**src/design/emu_glue_pkg.sv**
```systemverilog
// Shared types and constants for the MSX glue logic, imported by every glue module
`default_nettype none

package emu_glue_pkg;

   // ====================
   // Vector types
   // ====================

   // Host status word from the OSD menu
   typedef logic [63:0] status_t;

   // HDMI output resolution, one axis
   typedef logic [11:0] hdmi_dim_t;

   // Vertical crop in scanlines
   typedef logic [9:0] crop_size_t;

   // One aspect ratio component
   typedef logic [11:0] aspect_t;

   typedef logic [1:0]  scanline_t;
   typedef logic [1:0]  ar_sel_t;
   typedef logic [15:0] ioctl_index_t;
   typedef logic [31:0] img_size_t;

   // Byte address into the DDR3 buffer
   typedef logic [27:0] ddr3_addr_t;

   typedef logic [15:0] sample_t;

   // Where the cassette input bit comes from
   typedef enum logic {
      TAPE_SRC_FILE = 1'b0,
      TAPE_SRC_ADC  = 1'b1
   } tape_src_e;

   // ====================
   // Image and download slots
   // ====================
   localparam int VDNUM    = 6;
   localparam int VSD_SLOT = 4;

   // Only the low six index bits select the file type
   localparam logic [5:0] CAS_INDEX = 6'd5;

   // ====================
   // Status word layout
   // ====================
   localparam int ST_RESET    = 0;
   localparam int ST_AR_LSB   = 1;
   localparam int ST_FX_LSB   = 3;
   localparam int FX_W        = 3;
   localparam int ST_TAPE_SRC = 8;
   localparam int ST_REWIND   = 9;
   localparam int ST_DETACH   = 10;
   localparam int ST_VCROP    = 40;

   // Aspect values handed to the scaler
   localparam aspect_t ARX_NORMAL = 12'd400;
   localparam aspect_t ARX_WIDE   = 12'd340;
   localparam aspect_t ARY_NORMAL = 12'd300;

   // Crop line counts
   localparam crop_size_t CROP_240 = 10'd240;
   localparam crop_size_t CROP_256 = 10'd256;
   localparam crop_size_t CROP_200 = 10'd200;
   localparam crop_size_t CROP_216 = 10'd216;

   // 4:3 modes at or above this width still get a crop
   localparam hdmi_dim_t WIDE_MIN_WIDTH = 12'd1440;

   // About 47 ms at 21.48 MHz
   localparam int ACT_TIMEOUT_DEFAULT = 1_000_000;

endpackage

`default_nettype wire

```
**src/design/emu_glue_top.sv**
```systemverilog
// Top level of the MSX glue logic, connects the decode, video, SD and tape blocks to the pins
`timescale 1ns/10ps
`default_nettype none

module emu_glue_top #(
   parameter int act_timeout = emu_glue_pkg::ACT_TIMEOUT_DEFAULT
) (
   input  logic                                 clk21m,
   input  logic                                 rst,
   // Host and loader
   input  logic                                 reset_rq,
   input  emu_glue_pkg::status_t                status,
   input  logic                                 forced_scandoubler,
   input  logic                                 ioctl_download,
   input  emu_glue_pkg::ioctl_index_t           ioctl_index,
   input  logic [emu_glue_pkg::VDNUM-1:0]       img_mounted,
   input  emu_glue_pkg::img_size_t              img_size,
   // Video
   input  emu_glue_pkg::hdmi_dim_t              hdmi_width,
   input  emu_glue_pkg::hdmi_dim_t              hdmi_height,
   output emu_glue_pkg::scanline_t              scanlines,
   output logic                                 hq2x,
   output logic                                 scandoubler,
   output emu_glue_pkg::crop_size_t             crop_size,
   output emu_glue_pkg::aspect_t                arx,
   output emu_glue_pkg::aspect_t                ary,
   // SD card
   input  logic                                 spi_clk,
   input  logic                                 spi_mosi,
   input  logic                                 card_miso,
   input  logic                                 vsd_miso,
   output logic                                 spi_miso,
   output logic                                 sd_sck,
   output logic                                 sd_mosi,
   output logic                                 sd_cs,
   output logic                                 led_user,
   output logic                                 led_disk_act,
   // Cassette
   input  logic                                 motor,
   input  logic                                 cas_file_bit,
   input  logic                                 tape_adc,
   input  logic                                 tape_adc_act,
   output logic                                 play,
   output logic                                 rewind,
   output logic                                 cas_audio_in,
   // DDR3 read port
   input  logic                                 ddr3_request_download,
   input  logic                                 ddr3_rd_download,
   input  logic                                 ddr3_rd_cas,
   input  emu_glue_pkg::ddr3_addr_t             ddr3_addr_download,
   input  emu_glue_pkg::ddr3_addr_t             ddr3_addr_cas,
   output logic                                 ddr3_rd,
   output emu_glue_pkg::ddr3_addr_t             ddr3_addr,
   // Audio
   input  emu_glue_pkg::sample_t                audio_in,
   output emu_glue_pkg::sample_t                audio_l,
   output emu_glue_pkg::sample_t                audio_r
);
   import emu_glue_pkg::*;

   logic      core_reset;
   logic      vcrop_en;
   logic      rewind_req;
   ar_sel_t   ar;
   tape_src_e tape_src;

   // ====================
   // Control decode
   // ====================
   status_decode u_status_decode (
      .rst                (rst),
      .reset_rq           (reset_rq),
      .status             (status),
      .forced_scandoubler (forced_scandoubler),
      .core_reset         (core_reset),
      .scanlines          (scanlines),
      .hq2x               (hq2x),
      .scandoubler        (scandoubler),
      .vcrop_en           (vcrop_en),
      .rewind_req         (rewind_req),
      .ar                 (ar),
      .tape_src           (tape_src)
   );

   video_crop_select u_video_crop_select (
      .clk21m      (clk21m),
      .rst         (rst),
      .hdmi_width  (hdmi_width),
      .hdmi_height (hdmi_height),
      .scandoubler (scandoubler),
      .vcrop_en    (vcrop_en),
      .ar          (ar),
      .crop_size   (crop_size),
      .arx         (arx),
      .ary         (ary)
   );

   // ====================
   // SD and tape
   // ====================
   sd_route #(
      .act_timeout (act_timeout)
   ) u_sd_route (
      .clk21m          (clk21m),
      .rst             (rst),
      .img_mounted_vsd (img_mounted[VSD_SLOT]),
      .img_size        (img_size),
      .spi_clk         (spi_clk),
      .spi_mosi        (spi_mosi),
      .card_miso       (card_miso),
      .vsd_miso        (vsd_miso),
      .spi_miso        (spi_miso),
      .sd_sck          (sd_sck),
      .sd_mosi         (sd_mosi),
      .sd_cs           (sd_cs),
      .led_user        (led_user),
      .led_disk_act    (led_disk_act)
   );

   tape_ddr3_path u_tape_ddr3_path (
      .clk21m                (clk21m),
      .rst                   (rst),
      .core_reset            (core_reset),
      .rewind_req            (rewind_req),
      .tape_src              (tape_src),
      .ioctl_download        (ioctl_download),
      .ioctl_index           (ioctl_index),
      .motor                 (motor),
      .cas_file_bit          (cas_file_bit),
      .tape_adc              (tape_adc),
      .tape_adc_act          (tape_adc_act),
      .ddr3_request_download (ddr3_request_download),
      .ddr3_rd_download      (ddr3_rd_download),
      .ddr3_rd_cas           (ddr3_rd_cas),
      .ddr3_addr_download    (ddr3_addr_download),
      .ddr3_addr_cas         (ddr3_addr_cas),
      .play                  (play),
      .rewind                (rewind),
      .cas_audio_in          (cas_audio_in),
      .ddr3_rd               (ddr3_rd),
      .ddr3_addr             (ddr3_addr)
   );

   // Mono core output on both channels
   assign audio_l = audio_in;
   assign audio_r = audio_in;

endmodule

`default_nettype wire

```
**src/design/sd_route.sv**
```systemverilog
// Routes SPI to the physical SD card or the virtual image and times card activity for the LEDs
`timescale 1ns/10ps
`default_nettype none

module sd_route #(
   parameter int act_timeout = emu_glue_pkg::ACT_TIMEOUT_DEFAULT
) (
   input  logic                     clk21m,
   input  logic                     rst,
   input  logic                     img_mounted_vsd,
   input  emu_glue_pkg::img_size_t  img_size,
   input  logic                     spi_clk,
   input  logic                     spi_mosi,
   input  logic                     card_miso,
   input  logic                     vsd_miso,
   output logic                     spi_miso,
   output logic                     sd_sck,
   output logic                     sd_mosi,
   output logic                     sd_cs,
   output logic                     led_user,
   output logic                     led_disk_act
);
   localparam int CNT_W = $clog2(act_timeout + 1);

   logic             vsd_sel;
   logic             mosi_q;
   logic             miso_q;
   logic             sd_act;
   logic [CNT_W-1:0] quiet_cnt;

   // ====================
   // Card selection
   // ====================

   // A mount on the SD slot with a real image switches to virtual
   always_ff @(posedge clk21m) begin
      if (rst) begin
         vsd_sel <= 1'b0;
      end else if (img_mounted_vsd) begin
         vsd_sel <= |img_size;
      end
   end

   // Physical card is deselected and kept quiet while virtual
   assign sd_cs    = vsd_sel;
   assign sd_sck   = spi_clk & ~vsd_sel;
   assign sd_mosi  = spi_mosi & ~vsd_sel;
   assign spi_miso = vsd_sel ? vsd_miso : card_miso;

   // ====================
   // Activity timer
   // ====================
   always_ff @(posedge clk21m) begin
      if (rst) begin
         mosi_q    <= 1'b0;
         miso_q    <= 1'b0;
         sd_act    <= 1'b0;
         quiet_cnt <= CNT_W'(act_timeout);
      end else begin
         mosi_q <= spi_mosi;
         miso_q <= spi_miso;
         sd_act <= 1'b0;
         if (quiet_cnt < act_timeout) begin
            quiet_cnt <= quiet_cnt + 1'b1;
            sd_act    <= 1'b1;
         end
         // Any data line edge restarts the quiet period
         if ((mosi_q ^ spi_mosi) || (miso_q ^ spi_miso)) begin
            quiet_cnt <= '0;
         end
      end
   end

   assign led_user     = vsd_sel & sd_act;
   assign led_disk_act = ~vsd_sel & sd_act;

endmodule

`default_nettype wire

```
**src/design/status_decode.sv**
```systemverilog
// Decodes the host status word and reset sources into control levels for the rest of the glue
`timescale 1ns/10ps
`default_nettype none

module status_decode (
   input  logic                     rst,
   input  logic                     reset_rq,
   input  emu_glue_pkg::status_t    status,
   input  logic                     forced_scandoubler,
   output logic                     core_reset,
   output emu_glue_pkg::scanline_t  scanlines,
   output logic                     hq2x,
   output logic                     scandoubler,
   output logic                     vcrop_en,
   output logic                     rewind_req,
   output emu_glue_pkg::ar_sel_t    ar,
   output emu_glue_pkg::tape_src_e  tape_src
);
   import emu_glue_pkg::*;

   // Scandoubler effect selection from the video menu
   logic [FX_W-1:0] fx;

   assign fx = status[ST_FX_LSB +: FX_W];

   // ====================
   // Reset
   // ====================

   // Board reset, menu reset, detach and loader request all restart the core
   assign core_reset = rst
                     | status[ST_RESET]
                     | status[ST_DETACH]
                     | reset_rq;

   // ====================
   // Video
   // ====================

   // CRT levels start at effect 3
   assign scanlines = (fx > 3'd2) ? scanline_t'(fx - 3'd2) : '0;

   // Effects 1 and 2 are the two HQ2x variants
   assign hq2x = (fx == 3'd1) || (fx == 3'd2);

   assign scandoubler = (fx != '0) || forced_scandoubler;

   assign vcrop_en = status[ST_VCROP];
   assign ar       = status[ST_AR_LSB +: $bits(ar_sel_t)];

   // ====================
   // Tape
   // ====================
   assign rewind_req = status[ST_REWIND];
   assign tape_src   = status[ST_TAPE_SRC] ? TAPE_SRC_ADC : TAPE_SRC_FILE;

endmodule

`default_nettype wire

```
**src/design/tape_ddr3_path.sv**
```systemverilog
// Cassette load, play and rewind control, tape audio selection and DDR3 read port sharing
`timescale 1ns/10ps
`default_nettype none

module tape_ddr3_path (
   input  logic                        clk21m,
   input  logic                        rst,
   input  logic                        core_reset,
   input  logic                        rewind_req,
   input  emu_glue_pkg::tape_src_e     tape_src,
   input  logic                        ioctl_download,
   input  emu_glue_pkg::ioctl_index_t  ioctl_index,
   input  logic                        motor,
   input  logic                        cas_file_bit,
   input  logic                        tape_adc,
   input  logic                        tape_adc_act,
   input  logic                        ddr3_request_download,
   input  logic                        ddr3_rd_download,
   input  logic                        ddr3_rd_cas,
   input  emu_glue_pkg::ddr3_addr_t    ddr3_addr_download,
   input  emu_glue_pkg::ddr3_addr_t    ddr3_addr_cas,
   output logic                        play,
   output logic                        rewind,
   output logic                        cas_audio_in,
   output logic                        ddr3_rd,
   output emu_glue_pkg::ddr3_addr_t    ddr3_addr
);
   import emu_glue_pkg::*;

   logic cas_dl;
   logic cas_dl_q;
   logic cas_load;

   // ====================
   // Cassette load
   // ====================
   assign cas_dl = ioctl_download && (ioctl_index[5:0] == CAS_INDEX);

   // Arms once the first cassette download finishes
   always_ff @(posedge clk21m) begin
      if (rst) begin
         cas_dl_q <= 1'b0;
         cas_load <= 1'b0;
      end else begin
         cas_dl_q <= cas_dl;
         if (cas_dl_q && !cas_dl) begin
            cas_load <= 1'b1;
         end
      end
   end

   // Motor is active low from the PPI
   assign play   = ~motor & cas_load;
   assign rewind = rewind_req | cas_dl | core_reset;

   // ADC bit only counts while the receiver sees a signal
   assign cas_audio_in = (tape_src == TAPE_SRC_FILE) ? cas_file_bit
                                                     : (tape_adc_act & tape_adc);

   // ====================
   // DDR3 read port
   // ====================

   // Loader wins while it holds the request, the tape reader waits
   assign ddr3_addr = ddr3_request_download ? ddr3_addr_download : ddr3_addr_cas;
   assign ddr3_rd   = ddr3_request_download ? ddr3_rd_download   : ddr3_rd_cas;

endmodule

`default_nettype wire

```
**src/design/video_crop_select.sv**
```systemverilog
// Picks the vertical crop and wide flag from the HDMI mode and forms the aspect outputs
`timescale 1ns/10ps
`default_nettype none

module video_crop_select (
   input  logic                      clk21m,
   input  logic                      rst,
   input  emu_glue_pkg::hdmi_dim_t   hdmi_width,
   input  emu_glue_pkg::hdmi_dim_t   hdmi_height,
   input  logic                      scandoubler,
   input  logic                      vcrop_en,
   input  emu_glue_pkg::ar_sel_t     ar,
   output emu_glue_pkg::crop_size_t  crop_size,
   output emu_glue_pkg::aspect_t     arx,
   output emu_glue_pkg::aspect_t     ary
);
   import emu_glue_pkg::*;

   // Height times 1.5, one bit wider so large modes do not wrap
   logic [12:0] height_x15;
   logic        is_widescreen;
   logic        is_big_43;

   crop_size_t  crop_nxt;
   logic        wide_nxt;
   crop_size_t  crop_q;
   logic        wide_q;

   assign height_x15    = {1'b0, hdmi_height} + {2'b00, hdmi_height[11:1]};
   assign is_widescreen = ({1'b0, hdmi_width} >= height_x15) && !scandoubler;
   assign is_big_43     = (hdmi_width >= WIDE_MIN_WIDTH) && !scandoubler;

   // ====================
   // Crop table
   // ====================
   always_comb begin
      crop_nxt = '0;
      wide_nxt = 1'b0;
      if (is_widescreen) begin
         case (hdmi_height)
            12'd480:  crop_nxt = CROP_240;
            12'd600: begin
               crop_nxt = CROP_200;
               wide_nxt = vcrop_en;
            end
            12'd720:  crop_nxt = CROP_240;
            // NTSC shows only 250 lines, so 256 leaves a small border
            12'd768:  crop_nxt = CROP_256;
            12'd800: begin
               crop_nxt = CROP_200;
               wide_nxt = vcrop_en;
            end
            12'd1080: crop_nxt = CROP_216;
            12'd1200: crop_nxt = CROP_240;
            default:  crop_nxt = '0;
         endcase
      end else if (is_big_43) begin
         // 1920x1440 and 2048x1536 fail the 1.5 ratio test
         case (hdmi_height)
            12'd1440: crop_nxt = CROP_240;
            12'd1536: crop_nxt = CROP_256;
            default:  crop_nxt = '0;
         endcase
      end
   end

   always_ff @(posedge clk21m) begin
      if (rst) begin
         crop_q <= '0;
         wide_q <= 1'b0;
      end else begin
         crop_q <= crop_nxt;
         wide_q <= wide_nxt;
      end
   end

   // ====================
   // Outputs to the scaler
   // ====================
   assign crop_size = vcrop_en ? crop_q : '0;

   // ar of zero means original aspect, otherwise custom ratio ar-1
   always_comb begin
      if (ar == '0) begin
         arx = wide_q ? ARX_WIDE : ARX_NORMAL;
         ary = ARY_NORMAL;
      end else begin
         arx = {10'd0, ar} - 12'd1;
         ary = '0;
      end
   end

endmodule

`default_nettype wire

```
**config.mk**
```make
export PLATFORM = sky130hd
export DESIGN_NAME = emu_glue_top
export DESIGN_NICKNAME = d
export VERILOG_FILES = /design/src/design/emu_glue_pkg.sv /design/src/design/emu_glue_top.sv /design/src/design/sd_route.sv /design/src/design/status_decode.sv /design/src/design/tape_ddr3_path.sv /design/src/design/video_crop_select.sv
export SDC_FILE = /design/constraint.sdc
export NUM_CORES = 1
export LEC_CHECK = 0
export CORE_AREA = 2 2 133 135
export CTS_BUF_LIST = sky130_fd_sc_hd__clkbuf_8
export DETAILED_ROUTE_END_ITERATION = 10
export DIE_AREA = 0 0 135 137
export DONT_BUFFER_PORTS = 1
export GPL_TIMING_DRIVEN = 0
export PLACE_DENSITY = 0.45
export SETUP_SLACK_MARGIN = 0.2
export SYNTH_ARGS = -nofsm -noshare
export SYNTH_HDL_FRONTEND = slang
export SYNTH_SLANG_ARGS = --single-unit
```
**constraint.sdc**
```tcl
create_clock -name clk21m -period 3.9 [get_ports clk21m]
set_input_delay 0.78 -clock clk21m [delete_from_list [all_inputs] [get_ports clk21m]]
set_output_delay 0.78 -clock clk21m [all_outputs]
set_load 0.005 [all_outputs]
```
==> run summary <==
Status: finished, final reports clean
Synth area leaders: dfxtp_1 (18%), ha_1 (14%), buf_4 (12%)
Worst min path class: flop to flop
WHS: 0.4656 ns
Fill cells: 1920
Distinct cells, synth: 61
CP startpoint: hdmi_height[0]
IO Count: 338
RR Startpoint: u_sd_route.quiet_cnt[15]
First-pass GRT wire length: 16.72 mm
Worst Setup EP: u_video_crop_select.crop_q[8]
Pwr Total: 0.9557 mW
Most frequent cells in the layout: buf_4 (57), ha_1 (37), dfxtp_1 (32)
Drt total wl: 11.47 mm
Hold Violations, Final: 0
DP Wirelength: 10.01 mm
Row cnt: 48
Die width: 135 um
Htree depth: 2
DR iter-0 viols: 174
Yosys Warn Count: 0
Most common cell after layout, fill and taps aside: buf_4
Cells after synthesis: 434
Initial antenna violation count: 3
Pre-antenna DRT Iters: 4
Die Ht: 137 um
CP arrival: 3.69 ns
DRC viols: 0
Area growth from synthesis to layout: 15.15%
R2R depth: 7
Rel. slew slack: 51.59%
Layout cells sized above 1: 26.09%
Setup crit end kind: flop
Largest net degree at the start of global routing: 13
Setup Skew: 0.006801 ns
VDD IR-drop max: 0.1478 mV
Crit Path Class: input pin to flop
Leakage: 1.686 nW
CP max FO: 3
Period utilisation layout: 89.58%
Worst R2R Setup Slack: 1.67 ns
Critical path, cell by cell: ha_2, inv_1, fa_2, nor2b_2, o31a_1, o211ai_1, and4b_1, nor3_2, ha_1, a21o_1, a211o_1, a211oi_4, o31ai_4, a2111oi_4
Endpoints failing setup: 0
Async SR Flop Fraction: 0%
Syn avg cell area: 8.277 um^2
Placed cell area: 0.003939 mm^2
RSZ-0062 raised after global routing: false
Total routing usage reported by global routing: 11.68%
CTS Hold Buffers Added: 0
Vias per cell: 4.641
Worst R2R End: u_sd_route.quiet_cnt[16]
Via count: 3179
CTS tree: yes
Post-layout min period: 3.493 ns
IO buf count: 0
Yosys top cell area share: 17.83%
Post-route cell area: 0.004136 mm^2
Worst Path Required: 4.09 ns
Startpoint Class: input pin
Worst-Skew Late Latency: 0.29 ns
Std-Cell Core Area: 0.01706 mm^2
GRT Residual Overflow: 0
Clock Root Buffer: clkbuf_8
Clock buffer depth: 2
Die outline area: 0.01850 mm^2
Max-cap violations: 0
Layout net count: 729
Final Non-Filler Cells: 685
Clock sink total: 32
Seq/Total Area, Yosys: 17.83%
Worst path max stage delay: 0.35 ns
F_max: 286.2 MHz
Least-Margin Pin Slew: 0.7195 ns
Clock slew at reported path FFs: 0.08 ns
Yosys reg bits: 32
Final worst slack: 0.4065 ns
DRT antenna net count: 0
EDFF count, synth: 0
Vias in the first global route: 3027
Power density over cell area: 231.1 mW/mm^2
Largest area contributor in the netlist: dfxtp_1
Pins Over Slew Limit: 0
Post-Place Setup Slack: -0.3302 ns
Antenna cells: 0
Top FF cell, synth: dfxtp_1
Placed instance count: 675
Final RePlAce weighted congestion: 0.9608
Clock buffer count from CTS: 5
Synth Cell Area: 0.003592 mm^2
Routed WL per cell: 16.75 um
Starting density of the core: 21.06%
Critical Path Slowest Stage Cell: fa_2
per-stage QoR:
stage / utilization, % / setup TNS, ns
detailed placement: 23.09 / -1.133
global placement: 23.09 / -0.9298
CTS: 23.85 / 0
global route: 24.25 / 0
finish: 24.25 / 0
floorplan: - / 0
area by class of cell:
cell class                 count  area, um^2  share of cell area, %
buffer                        67       462.9                  11.19
clock buffer                   5       68.82                  1.664
clock inverter                 3       23.77                 0.5747
inverter                      25       93.84                  2.269
multi-input combinational    326        2546                  61.55
sequential                    32       640.6                  15.49
tap                          225       281.5                  6.806
timing repair buffer           2       18.77                 0.4537
sequential cells by signal, summed over array words and instances, names as in the netlist:
name	flops
u_sd_route.sd_act	1
u_sd_route.mosi_q	1
u_sd_route.sd_cs	1
u_video_crop_select.wide_q	1
u_tape_ddr3_path.cas_dl_q	1
u_sd_route.miso_q	1
u_sd_route.quiet_cnt	20
u_tape_ddr3_path.cas_load	1
u_video_crop_select.crop_q	5
logic make-up after synthesis:
family                     share of synthesized area [%]
AOI/OAI and AO/OA                                  16.72
xor gates and xnor gates                           6.095
adders and majority gates                          14.14
buffers and inverters                              15.50
DFF                                                17.83
muxes                                              9.683
other                                             0.1044
and+or+nand+nor                                    19.92
critical path, delay by kind of cell:
| kind | cells | cell delay, ns |
|---|---|---|
| and+or+nand+nor | 3 | 0.50 |
| adders and majority gates | 3 | 0.79 |
| AOI/OAI and AO/OA | 7 | 1.56 |
| buffers and inverters | 1 | 0.06 |
where the power goes:
part / total (mW) / internal (mW) / leakage [nW] / switching, mW
combinational: 0.346 / 0.169 / 1.38 / 0.177
clock: 0.263 / 0.126 / 0.0404 / 0.137
sequential: 0.346 / 0.336 / 0.262 / 0.00959
total: 0.956 / 0.632 / 1.69 / 0.324
worst min-delay path by stage:
stage	slack, ns	end	from	cells past startpoint
6_report	0.47	u_tape_ddr3_path.cas_load	u_tape_ddr3_path.cas_dl_q	2
5_1_grt	0.50	u_tape_ddr3_path.cas_load	u_tape_ddr3_path.cas_dl_q	2
4_1_cts	0.48	u_tape_ddr3_path.cas_load	u_tape_ddr3_path.cas_dl_q	2
3_5_place_dp	0.46	u_tape_ddr3_path.cas_load	u_tape_ddr3_path.cas_dl_q	2
3_3_place_gp	0.44	u_tape_ddr3_path.cas_load	u_tape_ddr3_path.cas_dl_q	2
2_1_floorplan	0.43	u_tape_ddr3_path.cas_load	u_tape_ddr3_path.cas_load	2
synthesized netlist by cell type (7+ instances only):
cell,instances
ha_1,39
and2_1,8
a21o_1,7
inv_1,24
nor3_1,11
nor4_1,11
mux2_2,30
o21ai_0,15
nor2_1,28
dfxtp_1,32
xor2_1,9
nand4_1,7
nor2b_1,8
xnor2_1,16
nand2_1,15
nand3_1,13
o2111ai_1,7
a21oi_1,15
buf_4,56
clkbuf_1,9
per-layer routing:
metal / global-route usage [%] / up-vias / part of all wire [%] / wire, um
met5: 0 / - / 0.33 / 38
met4: 1.620 / 6 / 0.57 / 65
met3: 3.519 / 11 / 6.8 / 783
met2: 18.16 / 115 / 47 / 5339
met1: 16.28 / 1502 / 46 / 5246
li1: - / 1545 / - / -
what timing repair did:
item                       CTS  global route
setup endpoints to repair    5             6
pin swaps                    3            10
resized for setup            5            13
setup buffers                2             0
hold endpoints to repair     0             0
Note: power is estimated with default switching activity, not from simulation.
